**src/source/fetch_cfg_pkg.sv**
```systemverilog
package fetch_cfg_pkg;

  // cache line geometry
  localparam int LINE_BYTES = 16;
  localparam int OFFSET_W   = 4;
  localparam int TAG_W      = 28;

  // line buffer sizing, pointers carry one extra wrap bit
  localparam int BUF_DEPTH = 2;
  localparam int PTR_W     = 2;

  // first fetch address after reset and its line number
  localparam logic [31:0]      RESET_VEC = 32'h8000_0000;
  localparam logic [TAG_W-1:0] RESET_TAG = TAG_W'(RESET_VEC >> OFFSET_W);

endpackage

```
**src/source/fetch_bus_pkg.sv**
```systemverilog
package fetch_bus_pkg;

  // byte address and line number
  typedef logic [31:0] addr_t;
  typedef logic [fetch_cfg_pkg::TAG_W-1:0] tag_t;

  // whole cache line, word 0 sits in the low bits
  typedef logic [fetch_cfg_pkg::LINE_BYTES*8-1:0] line_t;

  // one instruction word
  typedef logic [31:0] inst_t;

  // read response, zero is okay
  typedef logic [1:0] resp_t;

  // one buffered line
  typedef struct packed {
    tag_t  tag;
    line_t data;
    logic  fault;
  } line_entry_t;

endpackage

```
**src/source/fetch_buf_if.sv**
```systemverilog
`timescale 1ns/1ps

interface fetch_buf_if;

  // write and control strobes from the fetch control
  logic                       push;
  fetch_bus_pkg::line_entry_t push_entry;
  logic                       pop;
  logic                       clear;

  // state of the line buffer
  fetch_bus_pkg::line_entry_t        head;
  logic [fetch_cfg_pkg::PTR_W-1:0]   count;
  logic                              empty;

  modport ctrl (
    output push,
    output push_entry,
    output pop,
    output clear,
    input  head,
    input  count,
    input  empty
  );

  // buffer side
  modport buffer (
    input  push,
    input  push_entry,
    input  pop,
    input  clear,
    output head,
    output count,
    output empty
  );

endinterface

```
**src/source/line_fill_if.sv**
```systemverilog
`timescale 1ns/1ps

interface line_fill_if;

  // one-cycle request strobe plus line number
  logic                req;
  fetch_bus_pkg::tag_t req_tag;

  // read port status and returned line
  logic                 busy;
  logic                 fill;
  fetch_bus_pkg::line_t fill_line;
  fetch_bus_pkg::resp_t fill_resp;

  modport request (
    output req,
    output req_tag,
    input  busy,
    input  fill,
    input  fill_line,
    input  fill_resp
  );

  modport port (
    input  req,
    input  req_tag,
    output busy,
    output fill,
    output fill_line,
    output fill_resp
  );

endinterface

```
**src/source/fetch_ctrl.sv**
```systemverilog
`timescale 1ns/1ps

module fetch_ctrl (
  input  logic                 clk,
  input  logic                 rst_n,
  input  fetch_bus_pkg::addr_t pc_i,
  input  logic                 flush_i,
  output logic                 inst_valid_o,
  output fetch_bus_pkg::inst_t inst_o,
  output logic                 inst_fault_o,
  line_fill_if.request         fill,
  fetch_buf_if.ctrl            buf_port
);

  fetch_bus_pkg::tag_t pc_tag;
  fetch_bus_pkg::tag_t head_tag;
  fetch_bus_pkg::tag_t next_tag;
  logic [1:0]          word_sel;
  logic                stale;
  logic                outstanding;
  logic                req_d;

  assign pc_tag   = pc_i[31:fetch_cfg_pkg::OFFSET_W];
  assign word_sel = pc_i[fetch_cfg_pkg::OFFSET_W-1:2];
  assign head_tag = buf_port.head.tag;

  // ==========================================================================
  // prefetch request
  // ==========================================================================

  // a read is open from the req strobe until busy drops after the fill
  assign outstanding = fill.busy | fill.req;

  // only one read at a time, and never more lines than the buffer can hold
  assign req_d = ~outstanding & ~flush_i &
                 ((32'(buf_port.count) + 32'(outstanding)) < fetch_cfg_pkg::BUF_DEPTH);

  always_ff @(posedge clk) begin
    if (rst_n) begin
      fill.req <= 1'b0;
    end else begin
      fill.req <= req_d;
    end
  end

  assign fill.req_tag = next_tag;

  // a flush redirects the next line to fetch to the line of the new pc
  always_ff @(posedge clk) begin
    if (rst_n) begin
      next_tag <= fetch_cfg_pkg::RESET_TAG;
    end else if (flush_i) begin
      next_tag <= pc_tag;
    end else if (fill.req) begin
      next_tag <= next_tag + 1'b1;
    end
  end

  // response of a read issued before a flush must not reach the buffer
  always_ff @(posedge clk) begin
    if (rst_n) begin
      stale <= 1'b0;
    end else if (fill.fill) begin
      stale <= 1'b0;
    end else if (flush_i && outstanding) begin
      stale <= 1'b1;
    end
  end

  // ==========================================================================
  // buffer control
  // ==========================================================================

  assign buf_port.clear = flush_i;
  assign buf_port.push  = fill.fill & ~stale & ~flush_i;

  // a live fill always belongs to the line just before next_tag
  assign buf_port.push_entry.tag   = next_tag - 1'b1;
  assign buf_port.push_entry.data  = fill.fill_line;
  assign buf_port.push_entry.fault = |fill.fill_resp;

  // release the head once pc has moved on to the following line
  assign buf_port.pop = ~buf_port.empty & ~flush_i &
                        (fetch_bus_pkg::tag_t'(head_tag + 1'b1) == pc_tag);

  // ==========================================================================
  // fetch stage output
  // ==========================================================================

  assign inst_valid_o = ~buf_port.empty & ~flush_i & (head_tag == pc_tag);
  assign inst_o       = buf_port.head.data[{word_sel, 5'd0} +: 32];
  assign inst_fault_o = buf_port.head.fault;

  // read port has no queue behind it
  a_req_not_busy : assert property (
    @(posedge clk) disable iff (rst_n) fill.req |-> !fill.busy
  );

  // prefetch throttle keeps the buffer from overflowing
  a_push_not_full : assert property (
    @(posedge clk) disable iff (rst_n)
    buf_port.push |-> (32'(buf_port.count) != fetch_cfg_pkg::BUF_DEPTH)
  );

endmodule

```
**src/source/fetch_top.sv**
```systemverilog
`timescale 1ns/1ps

module fetch_top (
  input  logic                 clk,
  input  logic                 rst_n,
  // read request channel
  output logic                 ar_valid_o,
  output fetch_bus_pkg::addr_t ar_addr_o,
  input  logic                 ar_ready_i,
  // read data channel
  input  logic                 r_valid_i,
  input  fetch_bus_pkg::line_t r_data_i,
  input  fetch_bus_pkg::resp_t r_resp_i,
  output logic                 r_ready_o,
  // fetch stage
  input  fetch_bus_pkg::addr_t pc_i,
  input  logic                 flush_i,
  output logic                 inst_valid_o,
  output fetch_bus_pkg::inst_t inst_o,
  output logic                 inst_fault_o
);

  line_fill_if u_fill_if ();
  fetch_buf_if u_buf_if ();

  fetch_ctrl i_fetch_ctrl (
    .clk          (clk),
    .rst_n        (rst_n),
    .pc_i         (pc_i),
    .flush_i      (flush_i),
    .inst_valid_o (inst_valid_o),
    .inst_o       (inst_o),
    .inst_fault_o (inst_fault_o),
    .fill         (u_fill_if.request),
    .buf_port     (u_buf_if.ctrl)
  );

  line_fifo #(
    .entry_t (fetch_bus_pkg::line_entry_t)
  ) i_line_fifo (
    .clk      (clk),
    .rst_n    (rst_n),
    .buf_port (u_buf_if.buffer)
  );

  read_port i_read_port (
    .clk        (clk),
    .rst_n      (rst_n),
    .fill       (u_fill_if.port),
    .ar_valid_o (ar_valid_o),
    .ar_addr_o  (ar_addr_o),
    .ar_ready_i (ar_ready_i),
    .r_valid_i  (r_valid_i),
    .r_data_i   (r_data_i),
    .r_resp_i   (r_resp_i),
    .r_ready_o  (r_ready_o)
  );

endmodule

```
**src/source/line_fifo.sv**
```systemverilog
`timescale 1ns/1ps

module line_fifo #(
  parameter type entry_t = fetch_bus_pkg::line_entry_t
) (
  input  logic        clk,
  input  logic        rst_n,
  fetch_buf_if.buffer buf_port
);

  localparam int IDX_W = fetch_cfg_pkg::PTR_W - 1;

  entry_t mem [fetch_cfg_pkg::BUF_DEPTH];

  logic [fetch_cfg_pkg::PTR_W-1:0] wr_ptr;
  logic [fetch_cfg_pkg::PTR_W-1:0] rd_ptr;
  logic                            full;
  logic                            do_push;
  logic                            do_pop;

  // same index with opposite wrap bits means full
  assign full = (wr_ptr == {~rd_ptr[IDX_W], rd_ptr[IDX_W-1:0]});

  assign buf_port.empty = (wr_ptr == rd_ptr);
  assign buf_port.count = wr_ptr - rd_ptr;

  assign do_push = buf_port.push & ~full & ~buf_port.clear;
  assign do_pop  = buf_port.pop & ~buf_port.empty & ~buf_port.clear;

  // pointers, clear wins over push and pop
  always_ff @(posedge clk) begin
    if (rst_n) begin
      wr_ptr <= '0;
      rd_ptr <= '0;
    end else if (buf_port.clear) begin
      wr_ptr <= '0;
      rd_ptr <= '0;
    end else begin
      if (do_push) begin
        wr_ptr <= wr_ptr + 1'b1;
      end
      if (do_pop) begin
        rd_ptr <= rd_ptr + 1'b1;
      end
    end
  end

  // line storage
  always_ff @(posedge clk) begin
    if (do_push) begin
      mem[wr_ptr[IDX_W-1:0]] <= buf_port.push_entry;
    end
  end

  assign buf_port.head = mem[rd_ptr[IDX_W-1:0]];

  a_no_pop_empty : assert property (
    @(posedge clk) disable iff (rst_n) buf_port.pop |-> !buf_port.empty
  );

endmodule

```
**src/source/read_port.sv**
```systemverilog
`timescale 1ns/1ps

module read_port (
  input  logic                 clk,
  input  logic                 rst_n,
  line_fill_if.port            fill,
  output logic                 ar_valid_o,
  output fetch_bus_pkg::addr_t ar_addr_o,
  input  logic                 ar_ready_i,
  input  logic                 r_valid_i,
  input  fetch_bus_pkg::line_t r_data_i,
  input  fetch_bus_pkg::resp_t r_resp_i,
  output logic                 r_ready_o
);

  typedef enum logic [1:0] {
    ST_IDLE,
    ST_ADDR,
    ST_DATA
  } state_t;

  state_t              state;
  fetch_bus_pkg::tag_t tag_q;
  logic                fill_q;

  // ==========================================================================
  // address / data FSM
  // ==========================================================================

  always_ff @(posedge clk) begin
    if (rst_n) begin
      state  <= ST_IDLE;
      fill_q <= 1'b0;
    end else begin
      fill_q <= 1'b0;
      case (state)
        ST_IDLE: begin
          if (fill.req) begin
            state <= ST_ADDR;
          end
        end
        ST_ADDR: begin
          if (ar_ready_i) begin
            state <= ST_DATA;
          end
        end
        ST_DATA: begin
          if (r_valid_i) begin
            state  <= ST_IDLE;
            fill_q <= 1'b1;
          end
        end
        default: state <= ST_IDLE;
      endcase
    end
  end

  // line number of the open request
  always_ff @(posedge clk) begin
    if (state == ST_IDLE && fill.req) begin
      tag_q <= fill.req_tag;
    end
  end

  // returned line and response, handed over one cycle after the handshake
  always_ff @(posedge clk) begin
    if (state == ST_DATA && r_valid_i) begin
      fill.fill_line <= r_data_i;
      fill.fill_resp <= r_resp_i;
    end
  end

  assign ar_valid_o = (state == ST_ADDR);
  assign ar_addr_o  = {tag_q, {fetch_cfg_pkg::OFFSET_W{1'b0}}};
  assign r_ready_o  = (state == ST_DATA);

  // busy also covers the fill cycle itself
  assign fill.fill = fill_q;
  assign fill.busy = (state != ST_IDLE) | fill_q;

  a_addr_stable : assert property (
    @(posedge clk) disable iff (rst_n)
    ar_valid_o && !ar_ready_i |=> $stable(ar_addr_o)
  );

endmodule

```
**config.mk**
```make
export PLATFORM = sky130hd
export DESIGN_NAME = fetch_top
export DESIGN_NICKNAME = d
export VERILOG_FILES = /design/src/source/fetch_cfg_pkg.sv /design/src/source/fetch_bus_pkg.sv /design/src/source/fetch_buf_if.sv /design/src/source/line_fill_if.sv /design/src/source/fetch_ctrl.sv /design/src/source/fetch_top.sv /design/src/source/line_fifo.sv /design/src/source/read_port.sv
export SDC_FILE = /design/constraint.sdc
export NUM_CORES = 1
export LEC_CHECK = 0
export ABC_AREA = 1
export BUFFER_PORTS_ARGS = -buffer_cell sky130_fd_sc_hd__buf_4
export CAP_MARGIN = 20
export CORE_MARGIN = 2
export CORE_UTILIZATION = 43
export CTS_CLUSTER_SIZE = 10
export DETAILED_ROUTE_END_ITERATION = 7
export PLACE_DENSITY = 0.62
export SLEW_MARGIN = 20
export SYNTH_ARGS = -nofsm -noshare
export SYNTH_HDL_FRONTEND = slang
export SYNTH_HIERARCHICAL = 1
export SYNTH_SLANG_ARGS = --single-unit
```
**constraint.sdc**
```tcl
create_clock -name clk -period 15.6 [get_ports clk]
set_input_delay 1.56 -clock clk [delete_from_list [all_inputs] [get_ports clk]]
set_output_delay 1.56 -clock clk [all_outputs]
set_load 0.05 [all_outputs]
```
== After elaboration in Yosys (flattened, before gate mapping) ==
Memory sizes are Yosys's and may differ from the RTL's. A register that Yosys moved wholly into a read port is not among the register bits.
Index checks and enable logic that the tools add are counted.

* Memory bits (writable): 314
* Memories kept: 1
* Output and inout port bits: 68
* Input port bits: 167
* Bits in read-only memories: 0
* Latch bits: 0
* Flip-flop bits (word level): 195

{| class="wikitable"
|+ Memories
! name !! depth !! bits a word !! read ports !! clocked after Yosys merged registers in !! wr ports !! RTL line !! text
|-
| i_line_fifo.mem || 2 || 157 || 1 || 1 || 1 || line_fifo.sv:13 || <nowiki>entry_t mem [fetch_cfg_pkg::BUF_DEPTH];</nowiki>
|}

* Equal/unequal tests: 9
* Muxes and demuxes: 11
* Add/subtract/negate cells: 7
* Bitwise gates (word level): 20
* $lt $le $gt $ge: 1
* Shift-type cells: 1
* $mul: 0
* Divide/modulo/power cells: 0
* Reductions and logical operators: 11

{| class="wikitable"
|+ Operators by type and width
! cell !! count
|-
| indexed part select 128 x 8 -> 32 bit || 1
|-
| adder 28 x 1 -> 28 bit (second input constant) || 2
|-
| == test 28 bit || 2
|-
| two-way mux 28 bit || 2
|-
| < comparator 32 x 2 -> 1 bit (second input constant) || 1
|-
| subtractor 28 x 1 -> 28 bit (second input constant) || 1
|-
| AND 1 bit || 11
|-
| OR reduction 2 bit || 4
|-
| inverter 1 bit || 7
|-
| two-way mux 2 bit || 3
|-
| case mux 2 bit (3 select lines) || 1
|-
| two-way mux 1 bit || 5
|-
| adder 2 x 1 -> 2 bit (second input constant) || 2
|-
| == test 2 bit || 2
|-
| != test 2 bit (second input constant) || 2
|-
| nonzero test 2 bit || 2
|-
| adder 2 x 1 -> 3 bit || 1
|-
| logical AND 1 bit || 3
|-
| AND reduction 3 bit || 1
|-
| == test 2 x 1 -> 1 bit (second input constant) || 1
|-
| == test 2 bit (second input constant) || 1
|-
| logical NOT 2 bit || 1
|-
| != test 2 x 1 -> 1 bit (second input constant) || 1
|-
| bitwise OR 1 bit || 2
|-
| subtractor 2 bit || 1
|}

== Depth between registers and ports, before layout ==
* Depth after elaboration: 8
* Gate-level depth with buffers: 22
* Depth with buffers taken out: 21

== Cells and area by module ==
The synthesis kept the hierarchy.

{| class="wikitable"
|+ Modules (own cells, without submodules)
! module !! seq. area each (sq um) !! cells an instance !! times used !! area each (sq um)
|-
| line_fifo || 9529.1 || 533 || 1 || 11641.2
|-
| fetch_ctrl || 600.6 || 968 || 1 || 5624.1
|-
| read_port || 4804.6 || 184 || 1 || 4927.2
|}

== Worst setup path after synthesis ==
No wires, ideal clock.

* Kind: input -> register
* Start point: in flush_i
* End point: mem i_line_fifo/mem[0][0] in the netlist's numbering (enable)
* Buffers on the path: 2
* Data arrival time: 8924 ps
* Data required time: 14925 ps
* Path slack: 6000 ps
* Cell stages on the path: 7
* Cells stage by stage: clkbuf_1 clkinv_1 clkbuf_1 nand2_1 nor2_1 nand3_1 nor2_1

* Word-level cells in the longest chain between the ends: 6

{| class="wikitable"
|+ Ends and longest elaborated chain
! what !! RTL line !! text
|-
| from (decl) || fetch_top.sv:17 || <nowiki>input logic flush_i,</nowiki>
|-
| inverter 1 bit || fetch_ctrl.sv:75 || <nowiki>assign buf_port.push = fill.fill & ~stale & ~flush_i;</nowiki>
|-
| AND 1 bit || fetch_ctrl.sv:75 ||
|-
| named net u_buf_if.push || fetch_buf_if.sv:6 || <nowiki>logic push;</nowiki>
|-
| AND 1 bit (2 in a row) || line_fifo.sv:27 || <nowiki>assign do_push = buf_port.push & ~full & ~buf_port.clear;</nowiki>
|-
| two-way mux 1 bit || line_fifo.sv:50 || <nowiki>if (do_push) begin</nowiki>
|-
| two-way mux 1 bit (implied by the code) || line_fifo.sv:51 || <nowiki>mem[wr_ptr[IDX_W-1:0]] <= buf_port.push_entry;</nowiki>
|-
| to (decl) || line_fifo.sv:13 ||
|}

The timed path passes the listed nets, and every way through them passes these cells.

==> out/metrics.yaml <==
floorplan:
  io_pins: 235
  rows: 83
  die_y_microns: 231
  die-width_microns: 231
  core_sq_um: 51200
  die_area_sq_um: 53400
  start_util_pct: 43.3
min_path:
  hp-class: "reg -> reg"
  holdCritStartpoint: "i_read_port/fill.fill_line[5]"
route:
  wl_per_cell_microns: 18.9
  drt-pass1-iter-count: 6
  dr.first_iter.drc_count: 1106
  postRouteAntennaNets: 0
  wirelength_microns: 47200
  num_vias: 12569
  via_per_inst: 5.04
  drc: 0
logic_synthesis:
  synth_area_per_cell_sq_um: 13.2
  synth_area_sq_um: 22200
  yosysWarningCount: 6
  syn-instance-count: 1684
job:
  max_cap_viol_count: 0
clocking:
  cts_buffers: 59
  ctsHoldBuffers: 0
  htreeDepth: 2
  cts_resized: 0
  path_clk_slew_ns: 0.06
  clk_latency_ns: 0.61
  cts_buffer_depth: 3
  numClockSinks: 510
  cts_tree: "yes"
  cts_root_buf: "clkbuf_16"
  post-cts-setup-buffer-count: 0
timing:
  finalSetupTns_ns: 0
  finalSetupViolations: 0
  max_freq_ghz: 0.175
  fin_crit_sh_pct: 36.6
  finalHoldViolCount: 0
  fin_crit_ns: 5.71
  fin_skew_ns: 0.0224
  final-max-slew-violation-count: 0
  rsz0062_at_grt: "no"
  relSlewSlack_pct: 32.5
  worst_pin_slew_ns: 0.987
critical_path:
  path_class: "reg -> out"
  critPathArrivalTime_ns: 4.15
  cp_max_fo: 47
  worstSetupStartpointType: "register"
  critPathCaptureType: "output pin"
  required_ns: 14.04
grt:
  grt_pass1_wl_microns: 72400
  grt-ovfl-total: 0
  grt_start_max_net_pins: 91
  track_usage_pct: 17.8
  antenna_found_initial: 1
  grt_pass1_vias: 12710
pwr:
  ir_worst_vdd_uv: 78.3
  p_leak_nw: 8.96
  p_per_area_nw_per_um2: 116
  power_mw: 2.92
finish:
  area_growth_pct: 13.5
  fin_nets: 1964
  design_area_sq_um: 25200
  fin_util_pct: 49.2
  n_fill_cell: 4432
  drive_gt1_share_pct: 28.0
placed_design:
  placed_area_sq_um: 23500
  place_congestion: 0.867
  place_hpwl_microns: 30600
  port_buffers: 228
status:
  status: "finished, final reports clean"
[layout make-up]
| cell class | count | area (sq um) | share of cell area, % |
|---|---|---|---|
| antenna | 1 | 2.50 | 0.00994 |
| clock buffer | 76 | 1580 | 6.28 |
| clock inverter | 7 | 92.6 | 0.368 |
| inverter | 105 | 399 | 1.58 |
| multi-input combinational | 876 | 5510 | 21.9 |
| sequential | 510 | 14900 | 59.3 |
| tap | 680 | 851 | 3.38 |
| timing repair buffer | 241 | 1810 | 7.18 |
[state kept, by name, indices dropped and copies added (netlist names), named ones only]
register	count
i_fetch_ctrl/fill.req	1
i_fetch_ctrl/fill.req_tag	28
i_fetch_ctrl/stale	1
i_line_fifo/mem	314
i_line_fifo/rd_ptr	2
i_line_fifo/wr_ptr	2
i_read_port/fill.fill	1
i_read_port/fill.fill_line	128
i_read_port/fill.fill_resp	2
i_read_port/state	2
i_read_port/tag_q	28
[report_power, final]
group | internal, mW | switching, mW
sequential | 1.50 | 0.0148
combinational | 0.0642 | 0.118
clock | 0.703 | 0.515
[worst max-delay path: stages (launching register included)]
cell	delay [ns]
dfxtp_4	0.77
buf_4	0.61
mux2_2	0.46
nand2_1	0.08
nand2_1	0.09
a2111oi_0	0.88
nand4_1	0.16
nor2_1	0.21
buf_4	0.23
[through the flow]
| step | instances | hold slack (ns) | setup slack, ns |
|---|---|---|---|
| after floorplan | 1687 | 0.403 | 6.00 |
| after global placement | 2412 | 0.424 | 10.40 |
| after detailed placement | 2412 | 0.429 | 10.42 |
| after CTS | 2495 | 0.436 | 9.76 |
| after global routing | 2496 | 0.442 | 9.72 |
| final | 2496 | 0.435 | 9.89 |
[layout by cell type (no fill, tap or decap), types with 5 or more instances in the layout]
| cell | instances |
|---|---|
| mux2_2 | 157 |
| nor2_1 | 161 |
| nor2_2 | 5 |
| dfxtp_1 | 37 |
| nand3_1 | 43 |
| a21oi_1 | 24 |
| a31oi_1 | 10 |
| inv_1 | 99 |
| edfxtp_1 | 472 |
| a22oi_1 | 9 |
| clkbuf_1 | 14 |
| nor4_1 | 7 |
| nand3b_1 | 5 |
| buf_4 | 241 |
| o21ai_0 | 81 |
| o22ai_1 | 34 |
| nand4_1 | 21 |
| nand2_2 | 9 |
| clkbuf_16 | 60 |
| xnor2_1 | 18 |
| nor2_4 | 11 |
| xor2_1 | 52 |
| nor3_1 | 14 |
| nand2_1 | 189 |
[final timing paths]
kind,to,slack [ns],cells past startpoint
max,inst_valid_o,9.89,8
max reg2reg,i_line_fifo/rd_ptr[1],11.86,17
min reg2reg,i_line_fifo/mem[1][6],0.44,0
min,i_line_fifo/mem[1][6],0.44,0
[routing by layer]
metal / wire length (microns) / vias up / part of all wire, % / track usage, %
met1: 20800 / 6062 / 44 / 24.1
met2: 22100 / 410 / 47 / 28.7
met4: 1470 / 0 / 3.1 / 6.96
met3: 2770 / 89 / 5.9 / 2.95
li1: - / 6008 / - / -
met5: 0 / - / 0 / 0
Power figures use the tool's default switching activity.
